$ cat src/rtl/xlate_pkg.sv
// address translation shared definitions
package xlate_pkg;

  localparam int vaddr_width_c = 39;
  localparam int giga_bits_c   = 18; // low vtag bits taken from va on a gigapage

  typedef logic [63:0] eaddr_t;
  typedef logic [26:0] vtag_t;      // va[38:12]
  typedef logic [27:0] ptag_t;      // 40-bit pa
  typedef logic [31:0] pte_leaf_t;
  typedef logic [1:0]  priv_t;
  typedef logic [2:0]  did_t;
  typedef logic [2:0]  cfg_addr_t;

  // leaf entry fields
  localparam int pte_ptag_lsb_c = 0;
  localparam int pte_d_c        = 28;
  localparam int pte_w_c        = 29;
  localparam int pte_x_c        = 30;
  localparam int pte_u_c        = 31;

  localparam priv_t priv_u_c = 2'd0;
  localparam priv_t priv_s_c = 2'd1;
  localparam priv_t priv_m_c = 2'd3;

  // domain id sits in ptag[27:25] with sac right below it
  localparam int sac_bit_c = 24;

  localparam ptag_t dram_base_ptag_c = 28'h0080000; // pa 0x8000_0000

  localparam cfg_addr_t cfg_priv_c        = 3'd0;
  localparam cfg_addr_t cfg_trans_en_c    = 3'd1;
  localparam cfg_addr_t cfg_sum_c         = 3'd2;
  localparam cfg_addr_t cfg_uncached_c    = 3'd3;
  localparam cfg_addr_t cfg_sac_c         = 3'd4;
  localparam cfg_addr_t cfg_domain_mask_c = 3'd5;

endpackage

$ cat src/rtl/xlate_csr.sv
// translation control registers
`timescale 1ns/1ps

module xlate_csr (
  input  logic                clk_i,
  input  logic                rst_n_i,
  input  logic                cfg_v_i,
  input  xlate_pkg::cfg_addr_t cfg_addr_i,
  input  logic [7:0]          cfg_data_i,
  output xlate_pkg::priv_t    priv_mode_o,
  output logic                trans_en_o,
  output logic                sum_o,
  output logic                uncached_mode_o,
  output logic                sac_o,
  output logic [7:0]          domain_mask_o
);
  import xlate_pkg::*;

  always_ff @(posedge clk_i or negedge rst_n_i) begin
    if (!rst_n_i) begin
      priv_mode_o     <= priv_m_c;
      trans_en_o      <= 1'b0;
      sum_o           <= 1'b0;
      uncached_mode_o <= 1'b0;
      sac_o           <= 1'b0;
      domain_mask_o   <= 8'h01; // only domain 0 open
    end else if (cfg_v_i) begin
      case (cfg_addr_i)
        cfg_priv_c:        priv_mode_o     <= cfg_data_i[1:0];
        cfg_trans_en_c:    trans_en_o      <= cfg_data_i[0];
        cfg_sum_c:         sum_o           <= cfg_data_i[0];
        cfg_uncached_c:    uncached_mode_o <= cfg_data_i[0];
        cfg_sac_c:         sac_o           <= cfg_data_i[0];
        cfg_domain_mask_c: domain_mask_o   <= cfg_data_i;
        default: ; // unused index
      endcase
    end
  end

endmodule

$ cat src/rtl/xlate_mmu.sv
// mmu with tlb, pma check and fault logic
`timescale 1ns/1ps

module xlate_mmu #(
  parameter int tlb_els_p = 8
) (
  input  logic                 clk_i,
  input  logic                 rst_n_i,
  input  logic                 flush_i,
  input  xlate_pkg::priv_t     priv_mode_i,
  input  logic                 trans_en_i,
  input  logic                 sum_i,
  input  logic                 uncached_mode_i,
  input  logic                 sac_i,
  input  logic [7:0]           domain_mask_i,
  input  logic                 w_v_i,
  input  xlate_pkg::vtag_t     w_vtag_i,
  input  xlate_pkg::pte_leaf_t w_entry_i,
  input  logic                 w_gigapage_i,
  input  logic                 r_v_i,
  input  logic                 r_instr_i,
  input  logic                 r_load_i,
  input  logic                 r_store_i,
  input  xlate_pkg::eaddr_t    r_eaddr_i,
  output logic                 r_v_o,
  output xlate_pkg::ptag_t     r_ptag_o,
  output logic                 r_miss_o,
  output logic                 r_uncached_o,
  output logic                 r_instr_access_fault_o,
  output logic                 r_load_access_fault_o,
  output logic                 r_store_access_fault_o,
  output logic                 r_instr_page_fault_o,
  output logic                 r_load_page_fault_o,
  output logic                 r_store_page_fault_o
);
  import xlate_pkg::*;

  logic      r_v_r, r_instr_r, r_load_r, r_store_r;
  vtag_t     r_vtag_li, r_vtag_r, tlb_vtag_li;
  logic      noncanon, noncanon_r;
  logic      tlb_bypass, tlb_bypass_r;
  logic      tlb_v_lo, hold_v_r, tlb_v_sel, hit;
  pte_leaf_t tlb_entry_lo;
  pte_leaf_t passthrough_entry, entry_lo;
  ptag_t     ptag;
  did_t      did;
  logic      sac_bit, uncached_pma;
  logic      domain_fault, sac_fault, mode_fault, access_fault;
  logic      instr_pf, data_priv_pf, write_pf;
  logic      instr_pf_v, load_pf_v, store_pf_v, any_pf;

  assign r_vtag_li = r_eaddr_i[vaddr_width_c-1 -: $bits(vtag_t)];
  assign noncanon  = r_eaddr_i[63:vaddr_width_c]
                     != {(64 - vaddr_width_c){r_eaddr_i[vaddr_width_c-1]}};

  // skip the array on the same tag as the read just before
  assign tlb_bypass = r_v_i & r_v_r & ~w_v_i & ~flush_i & (r_vtag_li == r_vtag_r);

  always_ff @(posedge clk_i or negedge rst_n_i) begin
    if (!rst_n_i) begin
      r_v_r        <= 1'b0;
      r_instr_r    <= 1'b0;
      r_load_r     <= 1'b0;
      r_store_r    <= 1'b0;
      tlb_bypass_r <= 1'b0;
    end else begin
      r_v_r        <= r_v_i;
      r_instr_r    <= r_instr_i;
      r_load_r     <= r_load_i;
      r_store_r    <= r_store_i;
      tlb_bypass_r <= tlb_bypass;
    end
  end

  always_ff @(posedge clk_i) begin
    r_vtag_r   <= r_vtag_li;
    noncanon_r <= noncanon;
  end

  assign tlb_vtag_li = w_v_i ? w_vtag_i : r_vtag_li;

  xlate_tlb #(
    .tlb_els_p (tlb_els_p)
  ) u_tlb (
    .clk_i      (clk_i),
    .rst_n_i    (rst_n_i),
    .flush_i    (flush_i),
    .v_i        ((r_v_i & ~tlb_bypass) | w_v_i),
    .w_i        (w_v_i),
    .vtag_i     (tlb_vtag_li),
    .entry_i    (w_entry_i),
    .gigapage_i (w_gigapage_i),
    .v_o        (tlb_v_lo),
    .entry_o    (tlb_entry_lo)
  );

  // keeps the last lookup's hit flag for reuse
  always_ff @(posedge clk_i or negedge rst_n_i) begin
    if (!rst_n_i) begin
      hold_v_r <= 1'b0;
    end else if (!tlb_bypass_r) begin
      hold_v_r <= tlb_v_lo;
    end
  end

  assign tlb_v_sel = tlb_bypass_r ? hold_v_r : tlb_v_lo;

  always_comb begin
    passthrough_entry = '0; // no permissions in bare mode
    passthrough_entry[pte_ptag_lsb_c +: $bits(ptag_t)] = ptag_t'(r_vtag_r);
  end

  assign entry_lo = trans_en_i ? tlb_entry_lo : passthrough_entry; // entry_o holds on reuse
  assign hit      = trans_en_i ? tlb_v_sel : r_v_r;

  assign ptag    = entry_lo[pte_ptag_lsb_c +: $bits(ptag_t)];
  assign did     = ptag[$bits(ptag_t)-1 -: $bits(did_t)];
  assign sac_bit = ptag[sac_bit_c];

  // pma
  assign uncached_pma = (ptag < dram_base_ptag_c) | (did != '0);

  assign domain_fault = ~domain_mask_i[did] | (r_instr_r & (did != '0));
  assign sac_fault    = sac_bit & (r_instr_r | ~sac_i);
  assign mode_fault   = uncached_mode_i & ~uncached_pma;
  assign access_fault = domain_fault | sac_fault | mode_fault;

  assign instr_pf = ~entry_lo[pte_x_c]
                    | ((priv_mode_i == priv_s_c) & entry_lo[pte_u_c])
                    | ((priv_mode_i == priv_u_c) & ~entry_lo[pte_u_c]);
  assign data_priv_pf = ((priv_mode_i == priv_s_c) & ~sum_i & entry_lo[pte_u_c])
                        | ((priv_mode_i == priv_u_c) & ~entry_lo[pte_u_c]);
  assign write_pf = ~entry_lo[pte_w_c] | ~entry_lo[pte_d_c];

  assign instr_pf_v = r_instr_r & instr_pf;
  assign load_pf_v  = r_load_r & (data_priv_pf | noncanon_r);
  assign store_pf_v = r_store_r & (data_priv_pf | write_pf | noncanon_r);
  assign any_pf     = trans_en_i & (instr_pf_v | load_pf_v | store_pf_v);

  assign r_ptag_o               = ptag;
  assign r_miss_o               = r_v_r & ~hit;
  assign r_uncached_o           = r_v_r & hit & uncached_pma;
  assign r_instr_access_fault_o = r_v_r & hit & r_instr_r & access_fault;
  assign r_load_access_fault_o  = r_v_r & hit & r_load_r & access_fault;
  assign r_store_access_fault_o = r_v_r & hit & r_store_r & access_fault;
  assign r_instr_page_fault_o   = r_v_r & hit & trans_en_i & instr_pf_v;
  assign r_load_page_fault_o    = r_v_r & hit & trans_en_i & load_pf_v;
  assign r_store_page_fault_o   = r_v_r & hit & trans_en_i & store_pf_v;
  assign r_v_o = r_v_r & hit & ~(access_fault & (r_instr_r | r_load_r | r_store_r)) & ~any_pf;

endmodule

$ cat src/rtl/xlate_tlb.sv
// fully associative tlb
`timescale 1ns/1ps

module xlate_tlb #(
  parameter int tlb_els_p = 8
) (
  input  logic                  clk_i,
  input  logic                  rst_n_i,
  input  logic                  flush_i,
  input  logic                  v_i,
  input  logic                  w_i,
  input  xlate_pkg::vtag_t      vtag_i,
  input  xlate_pkg::pte_leaf_t  entry_i,
  input  logic                  gigapage_i,
  output logic                  v_o,
  output xlate_pkg::pte_leaf_t  entry_o
);
  import xlate_pkg::*;

  localparam int ptr_width_lp = (tlb_els_p > 1) ? $clog2(tlb_els_p) : 1;
  localparam int hi_bits_lp   = $bits(vtag_t) - giga_bits_c; // gigapage compare width

  logic [tlb_els_p-1:0]    valid_r;
  logic [tlb_els_p-1:0]    giga_r;
  vtag_t                   tag_r [tlb_els_p];
  pte_leaf_t               data_r [tlb_els_p];
  logic [ptr_width_lp-1:0] fill_ptr_r;

  logic                    rd_v;
  logic                    wr_v;
  logic [tlb_els_p-1:0]    match;
  logic                    hit;
  pte_leaf_t               hit_entry;

  assign wr_v = v_i & w_i;
  assign rd_v = v_i & ~w_i & ~flush_i; // reads in a flush cycle miss

  always_comb begin
    for (int i = 0; i < tlb_els_p; i++) begin
      if (giga_r[i]) begin
        match[i] = valid_r[i]
                   & (tag_r[i][$bits(vtag_t)-1 -: hi_bits_lp]
                      == vtag_i[$bits(vtag_t)-1 -: hi_bits_lp]);
      end else begin
        match[i] = valid_r[i] & (tag_r[i] == vtag_i);
      end
    end
  end

  // walk down so the lowest matching slot is the one left standing
  always_comb begin
    hit       = 1'b0;
    hit_entry = '0;
    for (int i = tlb_els_p - 1; i >= 0; i--) begin
      if (match[i]) begin
        hit       = 1'b1;
        hit_entry = data_r[i];
        if (giga_r[i]) begin
          hit_entry[pte_ptag_lsb_c +: giga_bits_c] = vtag_i[giga_bits_c-1:0];
        end
      end
    end
  end

  always_ff @(posedge clk_i or negedge rst_n_i) begin
    if (!rst_n_i) begin
      valid_r    <= '0;
      fill_ptr_r <= '0;
    end else if (flush_i) begin
      valid_r    <= '0;
      fill_ptr_r <= '0;
    end else if (wr_v) begin
      valid_r[fill_ptr_r] <= 1'b1;
      if (fill_ptr_r == ptr_width_lp'(tlb_els_p - 1)) begin
        fill_ptr_r <= '0;
      end else begin
        fill_ptr_r <= fill_ptr_r + 1'b1;
      end
    end
  end

  always_ff @(posedge clk_i) begin
    if (wr_v && !flush_i) begin
      tag_r[fill_ptr_r]  <= vtag_i;
      data_r[fill_ptr_r] <= entry_i;
      giga_r[fill_ptr_r] <= gigapage_i;
    end
  end

  // registered read port
  always_ff @(posedge clk_i or negedge rst_n_i) begin
    if (!rst_n_i) begin
      v_o <= 1'b0;
    end else begin
      v_o <= rd_v & hit;
    end
  end

  always_ff @(posedge clk_i) begin
    if (rd_v) begin
      entry_o <= hit_entry;
    end
  end

endmodule

$ cat src/rtl/xlate_top.sv
// address translation slice top
`timescale 1ns/1ps

module xlate_top #(
  parameter int tlb_els_p = 8
) (
  input  logic                 clk_i,
  input  logic                 rst_n_i,
  input  logic                 cfg_v_i,
  input  xlate_pkg::cfg_addr_t cfg_addr_i,
  input  logic [7:0]           cfg_data_i,
  input  logic                 flush_i,
  input  logic                 w_v_i,
  input  xlate_pkg::vtag_t     w_vtag_i,
  input  xlate_pkg::pte_leaf_t w_entry_i,
  input  logic                 w_gigapage_i,
  input  logic                 r_v_i,
  input  logic                 r_instr_i,
  input  logic                 r_load_i,
  input  logic                 r_store_i,
  input  xlate_pkg::eaddr_t    r_eaddr_i,
  output logic                 r_v_o,
  output xlate_pkg::ptag_t     r_ptag_o,
  output logic                 r_miss_o,
  output logic                 r_uncached_o,
  output logic                 r_instr_access_fault_o,
  output logic                 r_load_access_fault_o,
  output logic                 r_store_access_fault_o,
  output logic                 r_instr_page_fault_o,
  output logic                 r_load_page_fault_o,
  output logic                 r_store_page_fault_o
);
  import xlate_pkg::*;

  priv_t      priv_mode;
  logic       trans_en, sum, uncached_mode, sac;
  logic [7:0] domain_mask;

  xlate_csr u_csr (
    .clk_i           (clk_i),
    .rst_n_i         (rst_n_i),
    .cfg_v_i         (cfg_v_i),
    .cfg_addr_i      (cfg_addr_i),
    .cfg_data_i      (cfg_data_i),
    .priv_mode_o     (priv_mode),
    .trans_en_o      (trans_en),
    .sum_o           (sum),
    .uncached_mode_o (uncached_mode),
    .sac_o           (sac),
    .domain_mask_o   (domain_mask)
  );

  xlate_mmu #(
    .tlb_els_p (tlb_els_p)
  ) u_mmu (
    .clk_i                  (clk_i),
    .rst_n_i                (rst_n_i),
    .flush_i                (flush_i),
    .priv_mode_i            (priv_mode),
    .trans_en_i             (trans_en),
    .sum_i                  (sum),
    .uncached_mode_i        (uncached_mode),
    .sac_i                  (sac),
    .domain_mask_i          (domain_mask),
    .w_v_i                  (w_v_i),
    .w_vtag_i               (w_vtag_i),
    .w_entry_i              (w_entry_i),
    .w_gigapage_i           (w_gigapage_i),
    .r_v_i                  (r_v_i),
    .r_instr_i              (r_instr_i),
    .r_load_i               (r_load_i),
    .r_store_i              (r_store_i),
    .r_eaddr_i              (r_eaddr_i),
    .r_v_o                  (r_v_o),
    .r_ptag_o               (r_ptag_o),
    .r_miss_o               (r_miss_o),
    .r_uncached_o           (r_uncached_o),
    .r_instr_access_fault_o (r_instr_access_fault_o),
    .r_load_access_fault_o  (r_load_access_fault_o),
    .r_store_access_fault_o (r_store_access_fault_o),
    .r_instr_page_fault_o   (r_instr_page_fault_o),
    .r_load_page_fault_o    (r_load_page_fault_o),
    .r_store_page_fault_o   (r_store_page_fault_o)
  );

endmodule

$ cat config.mk
export PLATFORM = sky130hd
export DESIGN_NAME = xlate_top
export DESIGN_NICKNAME = d
export VERILOG_FILES = /design/src/rtl/xlate_pkg.sv /design/src/rtl/xlate_csr.sv /design/src/rtl/xlate_mmu.sv /design/src/rtl/xlate_tlb.sv /design/src/rtl/xlate_top.sv
export SDC_FILE = /design/constraint.sdc
export NUM_CORES = 1
export LEC_CHECK = 0
export BUFFER_PORTS_ARGS = -buffer_cell sky130_fd_sc_hd__buf_2
export CAP_MARGIN = 10
export CORE_ASPECT_RATIO = 1.75
export CORE_MARGIN = 5
export CORE_UTILIZATION = 44
export DETAILED_ROUTE_END_ITERATION = 16
export PLACE_DENSITY = 0.66
export SLEW_MARGIN = 0
export SYNTH_ARGS = -nofsm -noshare
export SYNTH_HDL_FRONTEND = slang
export SYNTH_SLANG_ARGS = --single-unit
$ cat constraint.sdc
create_clock -name clk_i -period 8.6 [get_ports clk_i]
set_input_delay 0.43 -clock clk_i [delete_from_list [all_inputs] [get_ports clk_i]]
set_output_delay 0.43 -clock clk_i [all_outputs]
set_load 0.02 [all_outputs]
# Yosys cells after proc, flatten, opt, wreduce, memory -nomap -nowiden
# Memories as Yosys holds them, arrays and structs flattened.
# Cells that the tools add are included.
dict set report op_classes {
  addsub 1
  magnitude_cmp 4
  eq_ne 25
  n_mux 48
  bitwise_logic 84
  reduce_logical 13
}
# operator count
set ops {}
lappend ops {{$mux 32} 9}
lappend ops {{$eq 27x27->1} 9}
lappend ops {{$mux 18} 8}
lappend ops {{$eq 9x9->1} 8}
lappend ops {{$and 1x1->1} 52}
lappend ops {{$lt 28x20->1 const B} 1}
lappend ops {{$mux 27} 1}
lappend ops {{$ne 25x25->1} 1}
lappend ops {{$mux 1} 22}
lappend ops {{$or 1x1->1} 17}
lappend ops {{$mux 8} 2}
lappend ops {{$not 1->1} 14}
lappend ops {{$reduce_and 2->1} 6}
lappend ops {{$eq 3x3->1 const B} 3}
lappend ops {{$mux 3} 3}
lappend ops {{$bwmux 8} 1}
lappend ops {{$lt 3x4->1 const B} 2}
lappend ops {{$or 8x8->8} 1}
lappend ops {{$eq 3x2->1 const B} 2}
lappend ops {{$add 3x1->3 const B} 1}
lappend ops {{$bmux 1 s3} 1}
lappend ops {{$demux 1 s3} 1}
lappend ops {{$eq 3x1->1 const B} 1}
lappend ops {{$ge 3x1->1 const B} 1}
lappend ops {{7 further kinds} 8}
dict set report word_totals {
  reg_bits 100
  mem_bits_rw 472
  word_cells 196
  n_memories 2
}
# name depth width rd rd_ports_with_merged_regs write_ports line
set mem_list {}
lappend mem_list {u_mmu.u_tlb.data_r 8 32 8 0 1 xlate_tlb.sv:26} ;# pte_leaf_t data_r [tlb_els_p];
lappend mem_list {u_mmu.u_tlb.tag_r 8 27 8 0 1 xlate_tlb.sv:25} ;# vtag_t tag_r [tlb_els_p];

# Longest topological paths before layout
dict set report depth {
  ltp_word 13
  mapped_depth 15
}

# By module
# Synthesis repeated with hierarchy kept, for this count alone.
dict set report unflattened {
  hier_cells 1710
  hier_area_um2 25350.6
}
# module n_inst cells_per_inst area_per_inst_um2 seq_area_each_um2
set modules_own_cells {}
lappend modules_own_cells {xlate_tlb 1 1452 22499.1 15675.0}
lappend modules_own_cells {xlate_mmu 1 224 2223.4 710.7}
lappend modules_own_cells {xlate_csr 1 34 628.1 354.1}

# Worst setup path after synthesis
# OpenSTA, ideal clock, no wires.
dict set report synth_timing {
  kind {input to register}
  from {input w_v_i}
  to {memory u_mmu.u_tlb.data_r[4][0] (netlist bit), enable pin}
  setup_time_ns 0.567
  t_arrival_ns 5.483
  path_slack_ns 2.550
  path_stages 5
  path_cell_list {buf_6 -> buf_6 -> nor2b_1 -> nand2b_1 -> nor3b_1}
}
dict set report synth_via {
  elab_chain_cells 11
}
# item line
set synth_lines {}
lappend synth_lines {{from (decl)} xlate_top.sv:13} ;# input logic w_v_i,
lappend synth_lines {{$not 1->1} xlate_mmu.sv:57} ;# assign tlb_bypass = r_v_i & r_v_r & ~w_v_i & ~flush_i & (r_vtag_li == r_vtag_r);
lappend synth_lines {{$and 1x1->1 (3 in series)} xlate_mmu.sv:57}
lappend synth_lines {{$not 1->1} xlate_mmu.sv:88} ;# .v_i ((r_v_i & ~tlb_bypass) | w_v_i),
lappend synth_lines {{$and 1x1->1} xlate_mmu.sv:88}
lappend synth_lines {{$or 1x1->1} xlate_mmu.sv:88}
lappend synth_lines {{$and 1x1->1 (*)} xlate_tlb.sv:35} ;# assign wr_v = v_i & w_i;
lappend synth_lines {{$logic_and 1x1->1 (*)} xlate_tlb.sv:83} ;# if (wr_v && !flush_i) begin
lappend synth_lines {{$mux 1 (*)} xlate_tlb.sv:83}
lappend synth_lines {{$mux 1 (not written as such) (*)} xlate_tlb.sv:85} ;# data_r[fill_ptr_r] <= entry_i;
lappend synth_lines {{to (decl)} xlate_tlb.sv:26}
# Every way passes the cells marked *; elsewhere a longest branch is shown, timed or not.

# Final worst setup path
dict set report layout_timing {
  from {input r_eaddr_i[24]}
  to {register u_mmu.u_tlb.entry_o[27], data pin}
}
dict set report layout_via {
  elab_chain_cells 12
  word_cells_on_any_way 33
}
# item line
set layout_lines {}
lappend layout_lines {{from (decl)} xlate_top.sv:21} ;# input xlate_pkg::eaddr_t r_eaddr_i,
lappend layout_lines {{$mux 27 (*)} xlate_mmu.sv:80} ;# assign tlb_vtag_li = w_v_i ? w_vtag_i : r_vtag_li;
lappend layout_lines {{$eq 27x27->1} xlate_tlb.sv:45} ;# match[i] = valid_r[i] & (tag_r[i] == vtag_i);
lappend layout_lines {{$and 1x1->1} xlate_tlb.sv:45}
lappend layout_lines {{$mux 1} xlate_tlb.sv:40} ;# if (giga_r[i]) begin
lappend layout_lines {{$mux 32 (7 in series)} xlate_tlb.sv:55} ;# if (match[i]) begin
lappend layout_lines {{$mux 32 (*)} xlate_tlb.sv:55}
lappend layout_lines {{net u_mmu.u_tlb.hit_entry[27]} xlate_tlb.sv:33} ;# pte_leaf_t hit_entry;
lappend layout_lines {{to (signal assigned)} xlate_tlb.sv:101} ;# entry_o <= hit_entry;
lappend layout_lines {{to (decl)} xlate_tlb.sv:16} ;# output xlate_pkg::pte_leaf_t entry_o
# The timed path passes the listed nets; every way through them passes the cells marked *.
# A chain may end at the register's enable or synchronous reset.

==> implementation parameters <==
Parameter                              Value

Status
  Result of the run ... complete, no violations

Floorplanning
  # rows ... 116
  Chip Height ... 328 um
  Die Area ... 62900 um^2
  Die Width ... 192 um
  Io pins ... 181
  Starting utilization of the core area ... between 40 and 50%
  Placeable core region ... between 50000 and 60000 um^2

Setup path
  Classification of the worst setup path ... primary input to flip-flop
  Number of cells on the worst reg-to-reg path ... 9
  Reg-to-reg endpoint ... u_mmu.u_tlb.entry_o[27]
  Internal reg-to-reg setup slack ... 3.76 ns
  Largest fanout of any net on the critical path ... 41
  Source of the worst register-to-register timing path ... u_mmu.u_tlb.tag_r[4][11]
  Data required time of the critical path ... between 9 and 10 ns
  Critical path capture point type ... flip-flop
  Startpoint type of the worst setup path ... primary input
  Arrival time worst endpoint ... 6.06 ns

Place
  Placed insts ... 2733
  Post-detailed-placement half-perimeter wirelength ... 51100 um
  # port buffers ... 168
  Routability congestion estimate ... 0.881

Min path
  Class of the tightest hold or removal check ... primary input to flip-flop
  Cell depth of the worst min-delay path ... 1
  Min-Delay Startpoint ... r_eaddr_i[29]
  Hold Crit Endpoint ... u_mmu.r_vtag_r[17]

Timing
  Setup repair after global routing missed its margin ... false
  Clock Skew ... 0.0330 ns
  Period utilization ... 65.5%
  Hold Worst Slack ... 0.0238 ns
  Final Max Slew Viols ... 0
  Accumulated negative setup slack ... 0 ns
  Final Hold Violating Endpoints ... 0
  Final setup fails ... 0
  Worst-case headroom to the max-slew limit ... 15.6%
  Max Freq ... approximately 180 MHz
  Transition at the pin with the smallest max-transition slack ... about 1.3 ns
  Min cycle time layout ... 5.63 ns

Clock tree
  Clock transition at the register clock pins on the worst setup and hold paths after CTS ... approximately 0.070 ns
  CTS Sinks ... 572
  Root buffer cell ... sky130_fd_sc_hd__clkbuf_16
  Clock latency reported for the late side of the worst-skew pair ... approximately 0.60 ns
  Number of setup buffers added after CTS ... 0
  H-tree lvl count ... 2
  TritonCTS clock tree ... done
  Max clock buf depth ... 3
  CTS Buf Count ... 49

Synthesis
  Post-synthesis cell count ... 1858
  Post-synthesis instance area ... 25400 um^2
  Count of unique library cells instantiated by Yosys ... 71
  Post-synth ARST share ... 5.59%
  Number of flip-flops and latches in the synthesized netlist ... 572
  Synthesized area per cell ... 13.7 um^2
  Number of enable flip-flop cells after synthesis ... 512
  Net Count, Synth ... about 2000
  Count leader, synth ... sky130_fd_sc_hd__edfxtp_1
  Yosys top cell by area ... sky130_fd_sc_hd__edfxtp_1
  Top cells by instance count after synthesis ... sky130_fd_sc_hd__edfxtp_1 (512), sky130_fd_sc_hd__xnor2_1 (145), sky130_fd_sc_hd__nor2_1 (120)
  Top cell type's share of synthesized area ... 60.4%
  Most area-consuming cells after synthesis ... sky130_fd_sc_hd__edfxtp_1 (60%), sky130_fd_sc_hd__xnor2_1 (5.0%), sky130_fd_sc_hd__xor2_1 (3.4%), sky130_fd_sc_hd__dfrtp_1 (2.9%), sky130_fd_sc_hd__dfxtp_1 (2.2%)
  Warnings from Yosys ... 0
  Sequential element share of the synthesized area ... 65.8%
  Post-synth top flop ... sky130_fd_sc_hd__edfxtp_1

Global route
  Antenna violations before repair ... 9
  GRT Total Usage ... a little under a quarter
  Via count of the first global-routing pass ... 16900
  First-pass GRT wire length ... approximately 110000 um
  Global-route congestion overflow total ... 0
  Pin count of the biggest net entering global routing ... 62

Power
  PD cells ... 203 nW/um^2
  Total Power ... 5880 uW
  Static power due to leakage ... 0.00986 uW
  Maximum VDD drop ... 0.194 mV

Finish
  Count of nets after finishing ... roughly 2200
  P&R area growth vs syn ... 14.1%
  Finished Layout Cells ... 2853
  Final design utilization ... 50.7%
  Final-layout fill cell count ... ~4900
  Area used by multi-input combinational logic ... 8100 um^2
  Fraction of final layout cells sized beyond drive strength 1 ... between 10% and 20%
  Register area ... between 15000 and 20000 um^2

Run
  Max-cap violations ... 0

Routing
  Detailed-route wire length ... 76700 um
  Number of detailed-route iterations in the first pass ... 7
  Per-cell routed wire length ... approximately 27 um
  Via-per-instance ratio ... 5.91
  Number of vias after detailed routing ... 16900
  DRC errors left ... 0
  Antenna Nets Post-Route ... 0
  Starting DRC count in detailed routing ... 1699
## registers in the layout, summed over array words and instances, names as in the netlist, 2 cells and up
| signal | count |
|---|---|
| u_mmu.u_tlb.data_r | 256 |
| u_mmu.u_tlb.tag_r | 216 |
| u_mmu.u_tlb.entry_o | 32 |
| u_mmu.r_vtag_r | 27 |
| u_csr.domain_mask_o | 8 |
| u_mmu.u_tlb.giga_r | 8 |
| u_mmu.u_tlb.valid_r | 8 |
| u_mmu.u_tlb.fill_ptr_r | 3 |
| u_csr.priv_mode_o | 2 |
## stage by stage
step                      instance area (um^2)  setup slack (ns)
after global placement                   27200              2.81
after floorplan                          25400              2.55
after CTS                                29000              3.08
final                                    29000              2.97
after global routing                     29000              3.01
after detailed placement                 27200              2.59
## critical path, stage by stage
cell	delay, ns
sky130_fd_sc_hd__dlygate4sd3_1	0.53
sky130_fd_sc_hd__buf_2	0.16
sky130_fd_sc_hd__mux2i_4	0.66
sky130_fd_sc_hd__xnor2_1	0.13
sky130_fd_sc_hd__nor4_1	1.02
sky130_fd_sc_hd__nand3_1	0.20
sky130_fd_sc_hd__nor4_1	0.87
sky130_fd_sc_hd__o2111ai_4	0.51
sky130_fd_sc_hd__buf_4	0.47
sky130_fd_sc_hd__nand2_1	0.57
sky130_fd_sc_hd__o221ai_1	0.23
sky130_fd_sc_hd__o2111ai_1	0.20
## cells in the final DEF (no fill, tap or decap), types with 12 or more instances in the layout
cell / instances
sky130_fd_sc_hd__a21oi_1: 94
sky130_fd_sc_hd__a31oi_1: 13
sky130_fd_sc_hd__and3_1: 16
sky130_fd_sc_hd__buf_2: 167
sky130_fd_sc_hd__buf_4: 46
sky130_fd_sc_hd__clkbuf_16: 50
sky130_fd_sc_hd__dfrtp_1: 29
sky130_fd_sc_hd__dfxtp_1: 28
sky130_fd_sc_hd__dlygate4sd3_1: 21
sky130_fd_sc_hd__edfxtp_1: 512
sky130_fd_sc_hd__inv_1: 59
sky130_fd_sc_hd__mux2_2: 40
sky130_fd_sc_hd__mux2i_4: 20
sky130_fd_sc_hd__nand2_1: 105
sky130_fd_sc_hd__nand3_1: 28
sky130_fd_sc_hd__nand4_1: 30
sky130_fd_sc_hd__nor2_1: 118
sky130_fd_sc_hd__nor3_1: 37
sky130_fd_sc_hd__nor4_1: 38
sky130_fd_sc_hd__o2111ai_1: 19
sky130_fd_sc_hd__o21a_1: 23
sky130_fd_sc_hd__o21ai_0: 75
sky130_fd_sc_hd__o221ai_1: 36
sky130_fd_sc_hd__or2_2: 12
sky130_fd_sc_hd__xnor2_1: 145
sky130_fd_sc_hd__xor2_1: 99
## kinds of logic after synthesis
family,after synthesis,synth area share [%]
AND/OR/NAND/NOR,429,8.41
adder cells (fa/ha/maj),2,0.0984
AO/OA/AOI/OAI,369,10.2
buffers and inverters,165,2.79
multiplexers,77,4.28
flip-flops,572,65.8
XOR/XNOR,244,8.40
## repair_timing
action                                 CTS  global route
hold buffers                            20             1
resized for setup                        0             0
endpoints found under the hold margin   48             1
## per-layer routing
| metal | global-route usage [%] | vias to the layer above | wire (um) |
|---|---|---|---|
| li1 | - | 7366 | - |
| met1 | 25.5 | 8478 | 25700 |
| met2 | 43.2 | 771 | 40800 |
| met3 | 2.90 | 250 | 4160 |
| met4 | 16.0 | 2 | 5940 |
| met5 | 0 | - | 13 |
## how the worst max path moves through the flow
stage                       start                  endpoint  slack, ns  depth (start not counted)
floorplan                   w_v_i  u_mmu.u_tlb.data_r[4][0]       2.55                          5
global placement            w_v_i   u_mmu.u_tlb.entry_o[25]       2.81                         11
detailed placement          w_v_i   u_mmu.u_tlb.entry_o[28]       2.59                         11
CTS                 r_eaddr_i[24]   u_mmu.u_tlb.entry_o[27]       3.08                         12
global route        r_eaddr_i[24]   u_mmu.u_tlb.entry_o[27]       3.01                         12
finish              r_eaddr_i[24]   u_mmu.u_tlb.entry_o[27]       2.97                         12
## area by class of cell
type	count	area share, %
Multi-Input combinational cell	1121	27.9
Inverter	60	0.776
Antenna cell	7	0.0604
Timing Repair Buffer	234	4.79
Tap cell	767	3.31
Clock inverter	30	0.953
Sequential cell	572	57.7
Clock buffer	62	4.50
## power by group
group	internal [uW]	switching [uW]	total [uW]
Sequential	3090	33.1	3130
Combinational	188	339	527
Clock	1210	1020	2220
Total	4490	1390	5880
No activity file was read; power rests on OpenSTA's default activity.
